<file path="config.mk">
export PLATFORM = sky130hd
export DESIGN_NAME = recon_block_fifo
export DESIGN_NICKNAME = d
export VERILOG_FILES = /design/src/vp8_pix_pkg.sv /design/src/recon_block_fifo.sv
export SDC_FILE = /design/constraint.sdc
export NUM_CORES = 1
export LEC_CHECK = 0
export ABC_AREA = 0
export BUFFER_PORTS_ARGS = -buffer_cell sky130_fd_sc_hd__buf_2
export CORE_UTILIZATION = 55
export DETAILED_ROUTE_END_ITERATION = 10
export PLACE_DENSITY = 0.74
export SYNTH_ARGS = -nofsm -noshare
export SYNTH_HDL_FRONTEND = slang
export SYNTH_SLANG_ARGS = --single-unit
</file>
<file path="constraint.sdc">
create_clock -name clk -period 10.9 [get_ports clk]
set_clock_uncertainty 0.05 [all_clocks]
set_input_delay 2.18 -clock clk [delete_from_list [all_inputs] [get_ports clk]]
set_output_delay 2.18 -clock clk [all_outputs]
set_load 0.02 [all_outputs]
</file>
<file path="src/vp8_pix_pkg.sv">
/*
 * VP8 pixel definitions
 * Pixel width, 4x4 block size and the clamp limit
 */
`default_nettype none

package vp8_pix_pkg;

    // --------------------
    // Pixel format
    localparam int PIX_W   = 8;
    localparam int PIX_MAX = 255;

    // --------------------
    // Block geometry
    // 4x4 pixels per block
    localparam int BLK_N = 16;

endpackage

`default_nettype wire

</file>
<file path="src/recon_block_fifo.sv">
/*
 * Block result stage
 * Circular buffer of reconstructed blocks released against downstream
 * credits, with one upstream credit returned per block that leaves
 */
`timescale 1ns/1ps
`default_nettype none

module recon_block_fifo #(
    parameter int FIFO_DEPTH       = 4,
    parameter int DOWN_CREDITS_MAX = 4
) (
    input  wire                                               clk,
    input  wire                                               rst_n,
    input  wire                                               rec_valid_i,
    input  wire  [vp8_pix_pkg::BLK_N*vp8_pix_pkg::PIX_W-1:0]  rec_pix_i,
    input  wire                                               down_credit_i,
    output logic                                              out_valid_o,
    output logic [vp8_pix_pkg::BLK_N*vp8_pix_pkg::PIX_W-1:0]  out_pix_o,
    output logic                                              up_credit_o
);

    localparam int BLK_W = vp8_pix_pkg::BLK_N * vp8_pix_pkg::PIX_W;
    localparam int PTR_W = (FIFO_DEPTH > 1) ? $clog2(FIFO_DEPTH) : 1;
    localparam int CNT_W = $clog2(FIFO_DEPTH + 1);
    localparam int CRD_W = $clog2(DOWN_CREDITS_MAX + 1);

    logic [BLK_W-1:0] mem [FIFO_DEPTH];
    logic [PTR_W-1:0] wr_ptr;
    logic [PTR_W-1:0] rd_ptr;
    logic [CNT_W-1:0] fill;
    logic [CRD_W-1:0] credits;
    logic             empty;
    logic             full;
    logic             pop;
    logic [BLK_W-1:0] head;

    function automatic logic [PTR_W-1:0] ptr_inc(input logic [PTR_W-1:0] p);
        if (p == PTR_W'(FIFO_DEPTH - 1)) begin
            return '0;
        end
        return p + PTR_W'(1);
    endfunction

    // --------------------
    // Pop decision
    assign empty = (fill == '0);
    assign full  = (fill == CNT_W'(FIFO_DEPTH));
    // Empty buffer passes the incoming block straight through
    assign pop   = (credits != '0) && (!empty || rec_valid_i);
    assign head  = empty ? rec_pix_i : mem[rd_ptr];

    // A slot goes back upstream as its block leaves
    assign up_credit_o = out_valid_o;

    always_ff @(posedge clk) begin
        if (rec_valid_i) begin
            mem[wr_ptr] <= rec_pix_i;
        end
        if (pop) begin
            out_pix_o <= head;
        end
    end

    // --------------------
    // Pointers, fill and credits
    always_ff @(posedge clk or negedge rst_n) begin
        if (!rst_n) begin
            wr_ptr      <= '0;
            rd_ptr      <= '0;
            fill        <= '0;
            credits     <= '0;
            out_valid_o <= 1'b0;
        end else begin
            out_valid_o <= pop;
            if (rec_valid_i) begin
                wr_ptr <= ptr_inc(wr_ptr);
            end
            if (pop) begin
                rd_ptr <= ptr_inc(rd_ptr);
            end
            case ({rec_valid_i, pop})
                2'b10:   fill <= fill + CNT_W'(1);
                2'b01:   fill <= fill - CNT_W'(1);
                default: fill <= fill;
            endcase
            case ({down_credit_i, pop})
                2'b10: begin
                    // Saturate at the limit
                    if (credits != CRD_W'(DOWN_CREDITS_MAX)) begin
                        credits <= credits + CRD_W'(1);
                    end
                end
                2'b01:   credits <= credits - CRD_W'(1);
                default: credits <= credits;
            endcase
        end
    end

    a_no_overflow: assert property (@(posedge clk) disable iff (!rst_n)
        rec_valid_i |-> !full);

    a_credit_max: assert property (@(posedge clk) disable iff (!rst_n)
        (down_credit_i && !pop) |-> (credits != CRD_W'(DOWN_CREDITS_MAX)));

endmodule

`default_nettype wire

</file>
# Word-level counts from Yosys, hierarchy flattened
# Memories as Yosys holds them, arrays and structs flattened.
# Index checks and enable logic that the tools add are counted.
op_classes:
  add_sub_neg: 6
  n_mul: 0
  div: 0
  n_lt_le_gt_ge: 0
  eq_ne: 8
  n_shift: 0
  muxes: 14
  bitwise_logic: 0
  n_reduce_logical: 8
ops:
  columns: ["operator", "count"]
  rows:
  - ["$mux 128", 1]
  - ["$pmux 3 s2", 2]
  - ["$eq 2x2->1 const B", 4]
  - ["$mux 2", 4]
  - ["$add 3x1->3 const B", 2]
  - ["$mux 1", 6]
  - ["$sub 3x1->3 const B", 2]
  - ["$add 2x1->2 const B", 2]
  - ["$eq 2x1->1 const B", 2]
  - ["$reduce_bool 2->1", 2]
  - ["$logic_not 3->1", 1]
  - ["$mux 3", 1]
  - ["$ne 3x3->1 const B", 1]
  - ["$reduce_bool 3->1", 1]
  - ["$ne 2x2->1 const B", 1]
  - ["$reduce_and 2->1", 1]
  - ["$logic_and 1x1->1", 1]
  - ["$logic_not 1->1", 1]
  - ["$logic_or 1x1->1", 1]
word_totals:
  ff_bits: 139
  latch_bits: 0
  mem_bits_rw: 512
  mem_bits_ro: 0
  out_inout_bits: 130
  n_memories: 1
mem_list:
  columns: ["memory", "depth", "width", "read_ports", "rd_clocked_by_memory_dff", "wr", "line_no", "text"]
  rows:
  - ["mem", 4, 128, 1, 0, 1, "recon_block_fifo.sv:28", "logic [BLK_W-1:0] mem [FIFO_DEPTH];"]

# Depth between registers and ports, before layout
depth:
  depth_word: 7
  depth_mapped: 7
  depth_no_buf: 7

# Least setup slack after synthesis
# OpenSTA, ideal clock, no wires.
synth_path:
  kind: "input -> register"
  from: "in rec_valid_i"
  to: "reg fill[1]"
  setup_time_ns: 0.125
  arrival_ns: 9.276
  t_required_ns: 10.725
  setup_slack_ns: 1.450
  path_stages: 5
  path_buffers: 0
  path_cell_list: "nor4_4 -> nor2_1 -> ha_1 -> fa_1 -> mux2_2"
synth_via:
  elab_chain_len: 4
  word_cells_on_any_way: 6
synth_rtl:
  columns: ["item", "line_no", "text"]
  rows:
  - ["from (decl)", "recon_block_fifo.sv:15", "input wire rec_valid_i,"]
  - ["$logic_or 1x1->1 *", "recon_block_fifo.sv:50", "assign pop = (credits != '0) && (!empty || rec_valid_i);"]
  - ["$logic_and 1x1->1 *", "recon_block_fifo.sv:50", null]
  - ["named net pop", "recon_block_fifo.sv:35", "logic pop;"]
  - ["$eq 2x1->1 or $eq 2x2->1 (tied branches)", "recon_block_fifo.sv:82", "case ({rec_valid_i, pop})"]
  - ["$pmux 3 s2 or $reduce_bool 2->1 (tied branches)", null, null]
  - ["to (signal assigned)", "recon_block_fifo.sv:83", "2'b10: fill <= fill + CNT_W'(1);"]
  - ["to (signal assigned)", "recon_block_fifo.sv:84", "2'b01: fill <= fill - CNT_W'(1);"]
  - ["to (signal assigned)", "recon_block_fifo.sv:85", "default: fill <= fill;"]
  - ["to (decl)", "recon_block_fifo.sv:31", "logic [CNT_W-1:0] fill;"]
# The timed path passes the listed nets; every way through them passes the cells marked *.
# A chain may end at the register's enable or synchronous reset.

# Worst setup path after layout
layout_path:
  from: "in rec_valid_i"
  to: "reg out_pix_o[63] (netlist name), enable pin"
layout_via:
  elab_chain_len: 2
layout_rtl:
  columns: ["item", "line_no", "text"]
  rows:
  - ["$logic_or 1x1->1", "recon_block_fifo.sv:50", null]
  - ["$logic_and 1x1->1", "recon_block_fifo.sv:50", null]
  - ["named net pop", "recon_block_fifo.sv:35", null]
  - ["to (signal assigned)", "recon_block_fifo.sv:61", "out_pix_o <= head;"]
  - ["to (decl)", "recon_block_fifo.sv:19", "output logic [vp8_pix_pkg::BLK_N*vp8_pix_pkg::PIX_W-1:0] out_pix_o,"]
# The timed path passes the listed nets, and every way through them passes these cells.

==> flow_metrics.tcl <==
set metrics [dict create \
    slowest_stage "buf_4" \
    whs_endpoint "credits[2]" \
    max_slew.worst_pin.slew_ns 1.12 \
    synthFlopType "edfxtp_1" \
    synth.top_cell.area_share_pct 78.4 \
    path_cells "buf_2 > nor4_4 > nor2_4 > buf_4 > buf_4" \
    gp_congestion 0.747 \
    final_net_count 1439 \
    drv_cap 0 \
    fillers 2828 \
    worstHoldStart "credits[2]" \
    antenna_found_initial 12 \
    cts_tree "built" \
    clkPwrFrac_pct 24.4 \
    crit_fanout 72 \
    core_area_um2 43500 \
    cp_data_arrival_time_ns 4.30 \
    synth_cell_types 29 \
    placed_cell_area_um2 26400 \
    switchingPower_mw 2.43 \
    fin_ws_ns 6.77 \
    clock_path_buffers 3 \
    crit_required_ns 11.07 \
    r2r-end "out_pix_o[56]" \
    r2r_slack_ns 7.46 \
    period_needed_ns 4.13 \
    rows 76 \
    post_drt_wl_per_cell_um 23.7 \
    post_drt_via_cell_ratio 5.68 \
    drtPass1Iterations 5 \
    whs_ns 0.509 \
    initial_utilization_pct 56.4 \
    p_leak_nw 9.63 \
    grt_pass1_wl_um 68800 \
    rsz0062_at_grt "no" \
    cellPowerDensity_nw_per_um2 289 \
    fmax_mhz 242 \
    cts_root_buf "clkbuf_16" \
    crit_type "in2reg" \
    combPwrFrac_pct 29.0 \
    finalHoldViolations 0 \
    synth_fp_nets 1143 \
    critPathBufInv 3 \
    die_w_um 213 \
    cts_sinks 651 \
    critPathTopFamily "buffers and inverters" \
    place_ws_ns 6.14 \
    syn_area_um2 24500 \
    grt_max_degree 74 \
    synth_most_common_cell "edfxtp_1" \
    outcome "completed" \
    fin_setup_tns_ns 0 \
    synth.area.top_cells "edfxtp_1, mux4_2, mux2_2, dfrtp_1, buf_6" \
    cp_slowest_stage_delay_ns 0.92 \
    min_path_cells 1 \
    swShare_pct 29.7 \
    seqCellArea_um2 19500 \
    routed_wl_um 46000 \
    ys_ff_latch 651 \
    cts_setup_buffers 0 \
    avgSynthCellArea_um2 24.4 \
    layout-drive-gt1-share_pct 46.6 \
    die_area_um2 45400 \
    power_frac_seq_pct 46.6 \
    grt_pass1_vias 11200 \
    route.antenna.remaining_nets 0 \
    holdBufCountCts 0 \
    cts_resized 0 \
    clkTransAtPathRegs_ns 0.06 \
    via_count 11000 \
    ys_top_cells_by_count "edfxtp_1, mux2_2, mux4_2" \
    die_h_um 213 \
    slew_headroom_pct 25.5 \
    start_kind "primary input" \
    areaGrowthSynthToFinish_pct 15.6 \
    synth.largest_area_cell "edfxtp_1" \
    cts_buffers 61 \
    finalMaxSlewViolations 0 \
    grt-ovfl-total 0 \
    multi_input_area_um2 4730 \
    grt_use_total_pct 20.8 \
    ys_seq_area_share_pct 79.6 \
    htree_levels 2 \
    postLayoutCellArea_um2 28300 \
    timing.rr.start "rd_ptr[0]" \
    synth-edff-count 640 \
    route.detailed.drc 0 \
    synthArstFlopShare_pct 1.69 \
    hp-class "reg2reg" \
    critPathMostFrequentCell "buf_4" \
    dp_hpwl_um 26800 \
    crit_start "rec_valid_i" \
    vdd_drop_max_mv 0.257 \
    port-buffer-count 261 \
    finalSetupViolCount 0 \
    period_share_pct 37.9 \
    clock_latency_ns 0.61 \
    crit_path_end_kind "flip-flop" \
    final_util_pct 65.2 \
    syn_inst 1003 \
    yosysWarnings 0 \
    p_int_mw 5.75 \
    detail_route.iter0.violations 820 \
    ioPinCount 262 \
    rr_worst_depth 4 \
]
## layout by cell type (no fill, tap or decap), types with 3 or more instances in the layout
| cell | instances |
|---|---|
| edfxtp_1 | 640 |
| buf_2 | 261 |
| mux2_2 | 131 |
| mux4_2 | 128 |
| clkbuf_16 | 63 |
| clkinv_1 | 16 |
| buf_4 | 16 |
| clkbuf_1 | 15 |
| clkinv_2 | 13 |
| dfrtp_1 | 9 |
| diode_2 | 7 |
| ha_1 | 6 |
| inv_1 | 5 |
| nor2_1 | 5 |
| and2_4 | 4 |
| o21ai_0 | 3 |
| nor2b_1 | 3 |
| nand2_1 | 3 |
| inv_6 | 3 |
| bufinv_16 | 3 |
## worst reg2reg max path, stage by stage (launching register included)
cell and delay [ns]:
dfrtp_4 0.81, buf_4 0.77, buf_4 0.63, mux4_2 0.64, mux2_2 0.29
## worst max-delay path by stage
stage                               end  slack [ns]  depth (start not counted)
after global placement       mem[0][64]        6.22                          3
after CTS                 out_pix_o[58]        6.77                          5
after global routing      out_pix_o[66]        6.62                          5
after detailed placement  out_pix_o[71]        6.14                          5
after floorplan                 fill[1]        1.45                          5
final                     out_pix_o[63]        6.77                          5
## flip-flops by register name, indices dropped and copies added (netlist names)
signal / count
out_pix_o: 128
rd_ptr: 2
wr_ptr: 2
fill: 3
credits: 3
mem: 512
out_valid_o: 1
## power groups by stage
stage / registers [mW] / logic [mW] / clock network, mW
2_1_floorplan: 4.17 / 1.46 / 0
3_3_place_gp: 3.84 / 2.38 / 0
3_5_place_dp: 3.86 / 2.40 / 0
4_1_cts: 3.82 / 2.42 / 2.03
5_1_grt: 3.86 / 2.55 / 2.13
6_report: 3.81 / 2.37 / 2.00
## layer usage
| layer | wire length (um) | global-route usage [%] | vias to the layer above |
|---|---|---|---|
| met5 | 57 | 0 | - |
| met4 | 960 | 5.93 | 8 |
| met3 | 3520 | 4.50 | 76 |
| met2 | 21600 | 31.1 | 400 |
| met1 | 19900 | 31.2 | 5719 |
| li1 | - | - | 4832 |
## area by class of cell
cell class / instances / share of cell area, %
multi-input cells: 303 / 16.7
clock buffers: 78 / 5.77
inverters: 5 / 0.0663
well taps: 585 / 2.59
diodes: 7 / 0.0619
repair buffers: 277 / 5.04
flip-flops and latches: 651 / 68.9
clock inverters: 36 / 0.884
## cell families (layout without fill, tap and decap cells)
logic type	Yosys count	count (layout)	synth area share [%]
flops	651	651	79.6
mux	259	259	17.8
other cells	0	7	0
fa+ha+maj	8	8	0.470
xor+xnor	4	4	0.143
buf+inv	49	396	1.20
compound gates	10	10	0.312
simple gates	22	22	0.521
## metrics by stage
step | instances | power, mW
finish | 1942 | 8.17
global route | 1936 | 8.54
global placement | 1821 | 6.22
floorplan | 1003 | 5.62
detailed placement | 1821 | 6.26
CTS | 1935 | 8.27
(Power assumes the default switching activity.)
