**config.mk**
```make
export PLATFORM = sky130hd
export DESIGN_NAME = coeff_dequant
export DESIGN_NICKNAME = d
export VERILOG_FILES = /design/src/vp8_coef_pkg.sv /design/src/vp8_pix_pkg.sv /design/src/coeff_dequant.sv
export SDC_FILE = /design/constraint.sdc
export NUM_CORES = 2
export LEC_CHECK = 0
export BUFFER_PORTS_ARGS = -buffer_cell sky130_fd_sc_hd__buf_2
export CAP_MARGIN = 20
export CORE_ASPECT_RATIO = 1.5
export CORE_MARGIN = 2
export CORE_UTILIZATION = 60
export CTS_CLUSTER_SIZE = 12
export DETAILED_ROUTE_END_ITERATION = 16
export PLACE_DENSITY = 0.8
export SYNTH_ARGS = -nofsm -noshare
export SYNTH_HDL_FRONTEND = slang
export SYNTH_SLANG_ARGS = --single-unit
```
**constraint.sdc**
```tcl
create_clock -name clk -period 0.8 [get_ports clk]
set_input_delay 0.16 -clock clk [delete_from_list [all_inputs] [get_ports clk]]
set_output_delay 0.16 -clock clk [all_outputs]
set_load 0.02 [all_outputs]
```
**src/vp8_coef_pkg.sv**
```systemverilog
/*
 * VP8 coefficient definitions
 * Coefficient and quantizer widths, inverse DCT multipliers
 * and the zigzag to raster mapping
 */
`default_nettype none

package vp8_coef_pkg;

    // --------------------
    // Widths
    // Quantized residual, signed
    localparam int COEF_W = 12;
    // Dequantized residual, signed and saturated
    localparam int DQ_W   = 16;
    // Quantizer factor, unsigned
    localparam int Q_W    = 9;

    // --------------------
    // Inverse DCT multipliers in Q16
    // sqrt(2) * sin(pi/8)
    localparam int K_SIN = 35468;
    // sqrt(2) * cos(pi/8), kept as 20091 + 65536
    localparam int K_COS = 85627;

    // --------------------
    // Zigzag index feeding each raster position
    localparam int ZIGZAG [16] = '{
        0,  1,  5,  6,
        2,  4,  7,  12,
        3,  8,  11, 13,
        9,  10, 14, 15
    };

endpackage

`default_nettype wire

```
**src/vp8_pix_pkg.sv**
```systemverilog
/*
 * VP8 pixel definitions
 * Pixel width, 4x4 block size and the clamp limit
 */
`default_nettype none

package vp8_pix_pkg;

    // --------------------
    // Pixel format
    localparam int PIX_W   = 8;
    localparam int PIX_MAX = 255;

    // --------------------
    // Block geometry
    // 4x4 pixels per block
    localparam int BLK_N = 16;

endpackage

`default_nettype wire

```
**src/coeff_dequant.sv**
```systemverilog
/*
 * Coefficient decode stage
 * Dequantizes one block of zigzag-ordered coefficients with saturation
 * and writes them out in raster order, one cycle after the input
 */
`timescale 1ns/1ps
`default_nettype none

module coeff_dequant (
    input  wire                                                clk,
    input  wire                                                rst_n,
    input  wire                                                blk_valid_i,
    input  wire  [vp8_pix_pkg::BLK_N*vp8_coef_pkg::COEF_W-1:0] coef_i,
    input  wire  [vp8_coef_pkg::Q_W-1:0]                       dc_q_i,
    input  wire  [vp8_coef_pkg::Q_W-1:0]                       ac_q_i,
    input  wire  [vp8_pix_pkg::BLK_N*vp8_pix_pkg::PIX_W-1:0]   pred_i,
    output logic                                               dq_valid_o,
    output logic [vp8_pix_pkg::BLK_N*vp8_coef_pkg::DQ_W-1:0]   dq_coef_o,
    output logic [vp8_pix_pkg::BLK_N*vp8_pix_pkg::PIX_W-1:0]   dq_pred_o
);

    localparam int N      = vp8_pix_pkg::BLK_N;
    localparam int COEF_W = vp8_coef_pkg::COEF_W;
    localparam int DQ_W   = vp8_coef_pkg::DQ_W;
    localparam int Q_W    = vp8_coef_pkg::Q_W;
    // Signed coefficient times zero-extended factor
    localparam int PROD_W = COEF_W + Q_W + 1;

    logic [N*DQ_W-1:0] dq_next;

    // Clip a product into the signed DQ_W range
    function automatic logic [DQ_W-1:0] sat_dq(input logic signed [PROD_W-1:0] p);
        logic [PROD_W-DQ_W:0] top;
        top = p[PROD_W-1:DQ_W-1];
        // All upper bits equal to the sign means it fits
        if (&top || !(|top)) begin
            return p[DQ_W-1:0];
        end
        return p[PROD_W-1] ? {1'b1, {(DQ_W-1){1'b0}}} : {1'b0, {(DQ_W-1){1'b1}}};
    endfunction

    // --------------------
    // Dequantize and reorder
    for (genvar r = 0; r < N; r++) begin : g_pos
        localparam int Z = vp8_coef_pkg::ZIGZAG[r];

        logic signed [COEF_W-1:0] coef_z;
        logic signed [Q_W:0]      q_s;
        logic signed [PROD_W-1:0] prod;

        assign coef_z = coef_i[Z*COEF_W +: COEF_W];
        // Only zigzag index 0 is the DC term
        assign q_s    = (Z == 0) ? {1'b0, dc_q_i} : {1'b0, ac_q_i};
        assign prod   = PROD_W'(coef_z) * PROD_W'(q_s);

        assign dq_next[r*DQ_W +: DQ_W] = sat_dq(prod);
    end

    // --------------------
    // Output registers
    always_ff @(posedge clk or negedge rst_n) begin
        if (!rst_n) begin
            dq_valid_o <= 1'b0;
        end else begin
            dq_valid_o <= blk_valid_i;
        end
    end

    always_ff @(posedge clk) begin
        if (blk_valid_i) begin
            dq_coef_o <= dq_next;
            dq_pred_o <= pred_i;
        end
    end

    a_valid_known: assert property (@(posedge clk) disable iff (!rst_n)
        !$isunknown(blk_valid_i));

endmodule

`default_nettype wire

```
# Word level (Yosys, flattened, before mapping)

Index checks and enable logic that the tools add are counted.

Bits in registers: 385
Bits in latches: 0
Memory bits (writable): 0
ROM bits: 0
Output and inout port bits: 385
Logic and storage cells: 147
Memories kept: 0

$add $sub $neg: 0
Multiply operators: 16
Div/mod/pow operators: 0
Magnitude comparators: 0
Equal/unequal tests: 0
Shift-type cells: 0
Mux-type cells: 64
Bitwise operators: 0
Reductions and logical operators: 64

Operators by type and width:

| cell             | count |
|---|---|
| $mux 16          | 48 |
| $mul 12x10->22   | 16 |
| $reduce_and 7->1 | 16 |
| $reduce_or 7->1  | 16 |
| $logic_not 1->1  | 16 |
| $logic_or 1x1->1 | 16 |
| $mux 1           | 16 |

# Longest topological paths before layout

Depth after elaboration: 6
Depth in mapped cells: 26
Depth with buffers taken out: 22

# Worst setup path after synthesis

No wires, ideal clock.

Path kind: input -> register
Start point: in ac_q_i[1] (netlist name)
End point: reg dq_coef_o[117] (netlist name) (data pin)
Arrival time: 6,387 ps
Setup slack: -5,859 ps
Stages: 25
Cells stage by stage: clkbuf_1 clkbuf_1 clkbuf_1 nand2_1 fa_1 inv_1 fa_1 inv_1 fa_1 inv_1 fa_1 inv_1 fa_1 inv_1 ha_1 a21oi_1 o211ai_1 a2111oi_4 nor3_1 nand4b_1 and4_1 or4_1 o31ai_2 buf_2 o21ai_0

Word-level cells in the longest chain between the ends: 6

Ends and longest elaborated chain:

| element              | RTL line            | source |
|---|---|---|
| start, declared      | coeff_dequant.sv:15 | `input wire [vp8_coef_pkg::Q_W-1:0] ac_q_i,` |
| $mul 12x10->22 (*)   | coeff_dequant.sv:54 | `assign prod = PROD_W'(coef_z) * PROD_W'(q_s);` |
| $reduce_or 7->1      | coeff_dequant.sv:36 | `if (&top \|\| !(\|top)) begin` |
| $logic_not 1->1      | coeff_dequant.sv:36 |  |
| $logic_or 1x1->1     | coeff_dequant.sv:36 |  |
| $mux 1               | coeff_dequant.sv:36 |  |
| $mux 16 (*)          | coeff_dequant.sv:39 | `return p[PROD_W-1] ? {1'b1, {(DQ_W-1){1'b0}}} : {1'b0, {(DQ_W-1){1'b1}}};` |
| via dq_next[117]     | coeff_dequant.sv:29 | `logic [N*DQ_W-1:0] dq_next;` |
| end signal, assigned | coeff_dequant.sv:71 | `dq_coef_o <= dq_next;` |
| end, declared        | coeff_dequant.sv:18 | `output logic [vp8_pix_pkg::BLK_N*vp8_coef_pkg::DQ_W-1:0] dq_coef_o,` |

The timed path passes the listed nets; every way through them passes the cells marked *. The select of a mux whose other input is x is not followed.
A chain may end at the register's enable or synchronous reset.

# Worst setup path after layout

Start point: in ac_q_i[1] (netlist name)
End point: reg dq_coef_o[242] (netlist name) (data pin)

Same word-level chain as after synthesis.

==> flow_summary.json <==
{
  "outcome": "complete, but fails checks",
  "violations": "max-capacitance violations, negative setup slack",
  "netlist_instances": 8745,
  "h-tree-depth": 2,
  "start_kind": "input port",
  "grt_max_degree": 46,
  "die_w_um": 306,
  "post-route-period-util": 7.16,
  "cp_num_buf_inv": 9,
  "cts_buffers": 41,
  "whs_endpoint": "dq_coef_o[48]",
  "cp_max_fo": 13,
  "whs_path_depth": 3,
  "rsz0062_at_grt": "yes",
  "cts_root_buf": "clkbuf_16",
  "rows": 166,
  "post_drt_wl_per_cell_um": 21.2,
  "post_drt_via_cell_ratio": 5.70,
  "regArea_um2": 11600,
  "ys_ff_latch": 385,
  "vias": 72700,
  "holdCritStartpoint": "coef_i[72]",
  "synth-edff-count": 384,
  "whs_ps": 48.8,
  "fin_area_um2": 107000,
  "firstDrtPassIters": 9,
  "period_minus_slack_ps": 5730,
  "crit_path_end_kind": "register",
  "io_buffers": 725,
  "synth-main-ff-cell": "edfxtp_1",
  "die_h_um": 456,
  "synth_area_per_cell_um2": 9.36,
  "slew_headroom": 0.00343,
  "ctsLongestPathBuffers": 3,
  "synth_async_sr_flop_share": 0.00260,
  "worst_path_largest_cell_delay_ps": 550,
  "fmax_mhz": 175,
  "multi_input_area_um2": 65100,
  "setup_violations": 643,
  "drive_gt1_frac": 0.273,
  "fill_cells": 8096,
  "required_ps": 1160,
  "drc": 0,
  "fin_ws_ps": -4930,
  "core_um2": 136000,
  "slowest_stage": "fa_1",
  "start_util": 0.603,
  "grt-ovfl-total": 0,
  "antenna_found_initial": 98,
  "num_io_pins": 726,
  "cp.arrival_ps": 6090,
  "drv_slew": 0,
  "dpl_cell_area_um2": 101000,
  "cts_tree": "done",
  "synth.cell_area_um2": 81800,
  "drtIter0Drc": 5129,
  "path_cells": "buf_16 > buf_6 > buf_16 > nand2_1 > fa_1 > inv_1 > fa_1 > fa_1 > fa_1 > inv_1 > fa_1 > inv_1 > ha_1 > o21ai_1 > o21ai_1 > o211ai_1 > buf_4 > a31oi_2 > xor2_1 > or4_4 > o31ai_4 > buf_4 > buf_12 > a21oi_2",
  "ys_types": 86,
  "dieArea_um2": 139000,
  "worstSetupPathType": "input port to register",
  "area_growth_pct": 30.3,
  "fin_nets": 13500,
  "synth_nets": 11400,
  "drt_wl_total_um": 270000,
  "cts_sinks": 385,
  "path_clk_slew_ps": 70,
  "grt.total_usage": 0.364,
  "yosys_warnings": 0,
  "ant_nets": 0,
  "grt_pass1_wl_um": 399000,
  "place_hpwl_um": 201000,
  "path_common_cell": "fa_1",
  "first_global_vias": 78500,
  "place.gp.congestion": 0.972,
  "max_cap_violations": 1,
  "tightest_slew_ps": 1480,
  "min_path_type": "input port to register",
  "final_hold_viol_count": 0,
  "yosysSeqAreaShare": 0.141,
  "critical_path.top_delay_family": "adder cells"
}
==> Yosys cell counts (all sizes together), types with 9 or more instances <==
cell type	n	share of area
and4	17	0.0018
nand3	52	0.0032
o211ai	21	0.0019
a211o	9	0.00096
nand3b	9	0.00083
a2111oi	10	0.0013
o31ai	20	0.0021
nor2	148	0.0068
and2	911	0.070
or4	13	0.0012
o41ai	10	0.0015
nand2b	25	0.0019
or3	14	0.0011
ha	784	0.12
nor3	44	0.0027
nand2	962	0.044
nor4	19	0.0015
a31oi	33	0.0025
buf	72	0.0035
o21ai	239	0.015
a211oi	73	0.0068
o21bai	48	0.0044
edfxtp	384	0.14
inv	2026	0.093
nand4	20	0.0015
xnor2	239	0.026
clkbuf	245	0.011
xor2	123	0.013
fa	1504	0.37
o21a	55	0.0050
a21oi	355	0.022
and3	25	0.0019
a21o	100	0.0092
nor2b	16	0.0012
==> worst max-delay path by stage <==
stage | start | to | slack [ps] | depth (start not counted)
floorplan | ac_q_i[4] | dq_coef_o[78] | -5120 | 23
CTS | ac_q_i[4] | dq_coef_o[74] | -4640 | 24
global route | ac_q_i[1] | dq_coef_o[242] | -4950 | 24
finish | ac_q_i[1] | dq_coef_o[242] | -4930 | 24
detailed placement | ac_q_i[1] | dq_coef_o[109] | -5460 | 21
global placement | ac_q_i[1] | dq_coef_o[164] | -5330 | 25
==> layout by cell type (no fill, tap or decap), types with 18 or more instances in the layout <==
| cell | synthesis | routed |
|---|---|---|
| dlygate4sd3_1 | 0 | 136 |
| o21a_1 | 55 | 54 |
| xnor2_1 | 239 | 222 |
| o21ai_0 | 222 | 119 |
| a211oi_1 | 72 | 49 |
| nor3_1 | 44 | 39 |
| inv_1 | 2026 | 1978 |
| a31oi_1 | 33 | 21 |
| a21oi_1 | 355 | 248 |
| o211ai_1 | 21 | 21 |
| ha_1 | 784 | 690 |
| buf_4 | 0 | 1426 |
| o21ai_1 | 17 | 67 |
| xor2_1 | 123 | 118 |
| o21ai_2 | 0 | 50 |
| buf_12 | 0 | 86 |
| nand4_1 | 20 | 20 |
| ha_4 | 0 | 89 |
| a211oi_2 | 1 | 23 |
| a21o_1 | 100 | 100 |
| nand2_4 | 0 | 30 |
| buf_2 | 7 | 706 |
| nor2_1 | 148 | 139 |
| inv_2 | 0 | 47 |
| fa_2 | 0 | 43 |
| diode_2 | 0 | 65 |
| o21bai_1 | 48 | 45 |
| and3_1 | 24 | 18 |
| nand2_1 | 962 | 876 |
| and2_1 | 911 | 906 |
| nand3_1 | 52 | 41 |
| nand2b_1 | 25 | 24 |
| fa_1 | 1504 | 1461 |
| edfxtp_1 | 384 | 384 |
| a21oi_2 | 0 | 96 |
| clkbuf_16 | 0 | 63 |
| nand2_2 | 0 | 55 |
| buf_6 | 1 | 30 |
==> layout make-up <==
cell class	count	share of cell area
well taps	1764	0.0207
clock inverters	13	0.000763
inverters	2026	0.0713
flip-flops and latches	385	0.108
repair buffers	2433	0.177
multi-input cells	6021	0.611
clock buffers	47	0.00983
diodes	65	0.00153
==> flip-flops by register name, indices dropped and copies added (netlist names) <==
register    flops
dq_coef_o     256
dq_valid_o      1
dq_pred_o     128
==> layer usage <==
metal | routed length, um | track usage | vias up
li1 | - | - | 31400
met2 | 136000 | 0.656 | 3652
met1 | 82200 | 0.359 | 36000
met5 | 686 | 0.00278 | -
met3 | 24800 | 0.0976 | 1584
met4 | 26500 | 0.260 | 74
==> repair_timing <==
| item | CTS | global route |
|---|---|---|
| hold buffers | 136 | 0 |
| cloned | 6 | 26 |
| pin swaps | 55 | 107 |
| setup buffers | 13 | 64 |
| resized for setup | 109 | 293 |
| endpoints found under the hold margin | 136 | 0 |
| endpoints found under the setup margin | 641 | 643 |
==> cell families (layout without fill, tap and decap cells) <==
kind of cell               after synthesis  count (layout)  share of synthesized area
DFF                                    385             385                      0.141
other                                    0              65                          0
and+or+nand+nor                       2290            2292                      0.141
adders and majority gates             2288            2288                      0.488
muxes                                    8               8                    0.00101
AOI/OAI and AO/OA                     1069            1071                     0.0827
buffers and inverters                 2343            4519                      0.108
xor gates and xnor gates               362             362                     0.0387
==> metrics by stage <==
step	setup TNS, ps	utilization	std cells	setup slack, ps
detailed placement	-1432270	0.743	12400	-5460
global route	-1432080	0.784	12700	-4950
finish	-1381200	0.785	12800	-4930
floorplan	-1224250	-	8745	-5120
CTS	-1357760	0.766	12600	-4640
global placement	-1401470	0.743	12400	-5330
Power is not shown: default switching activity piles up to over one toggle a cycle in this logic, so the estimate is an artifact.
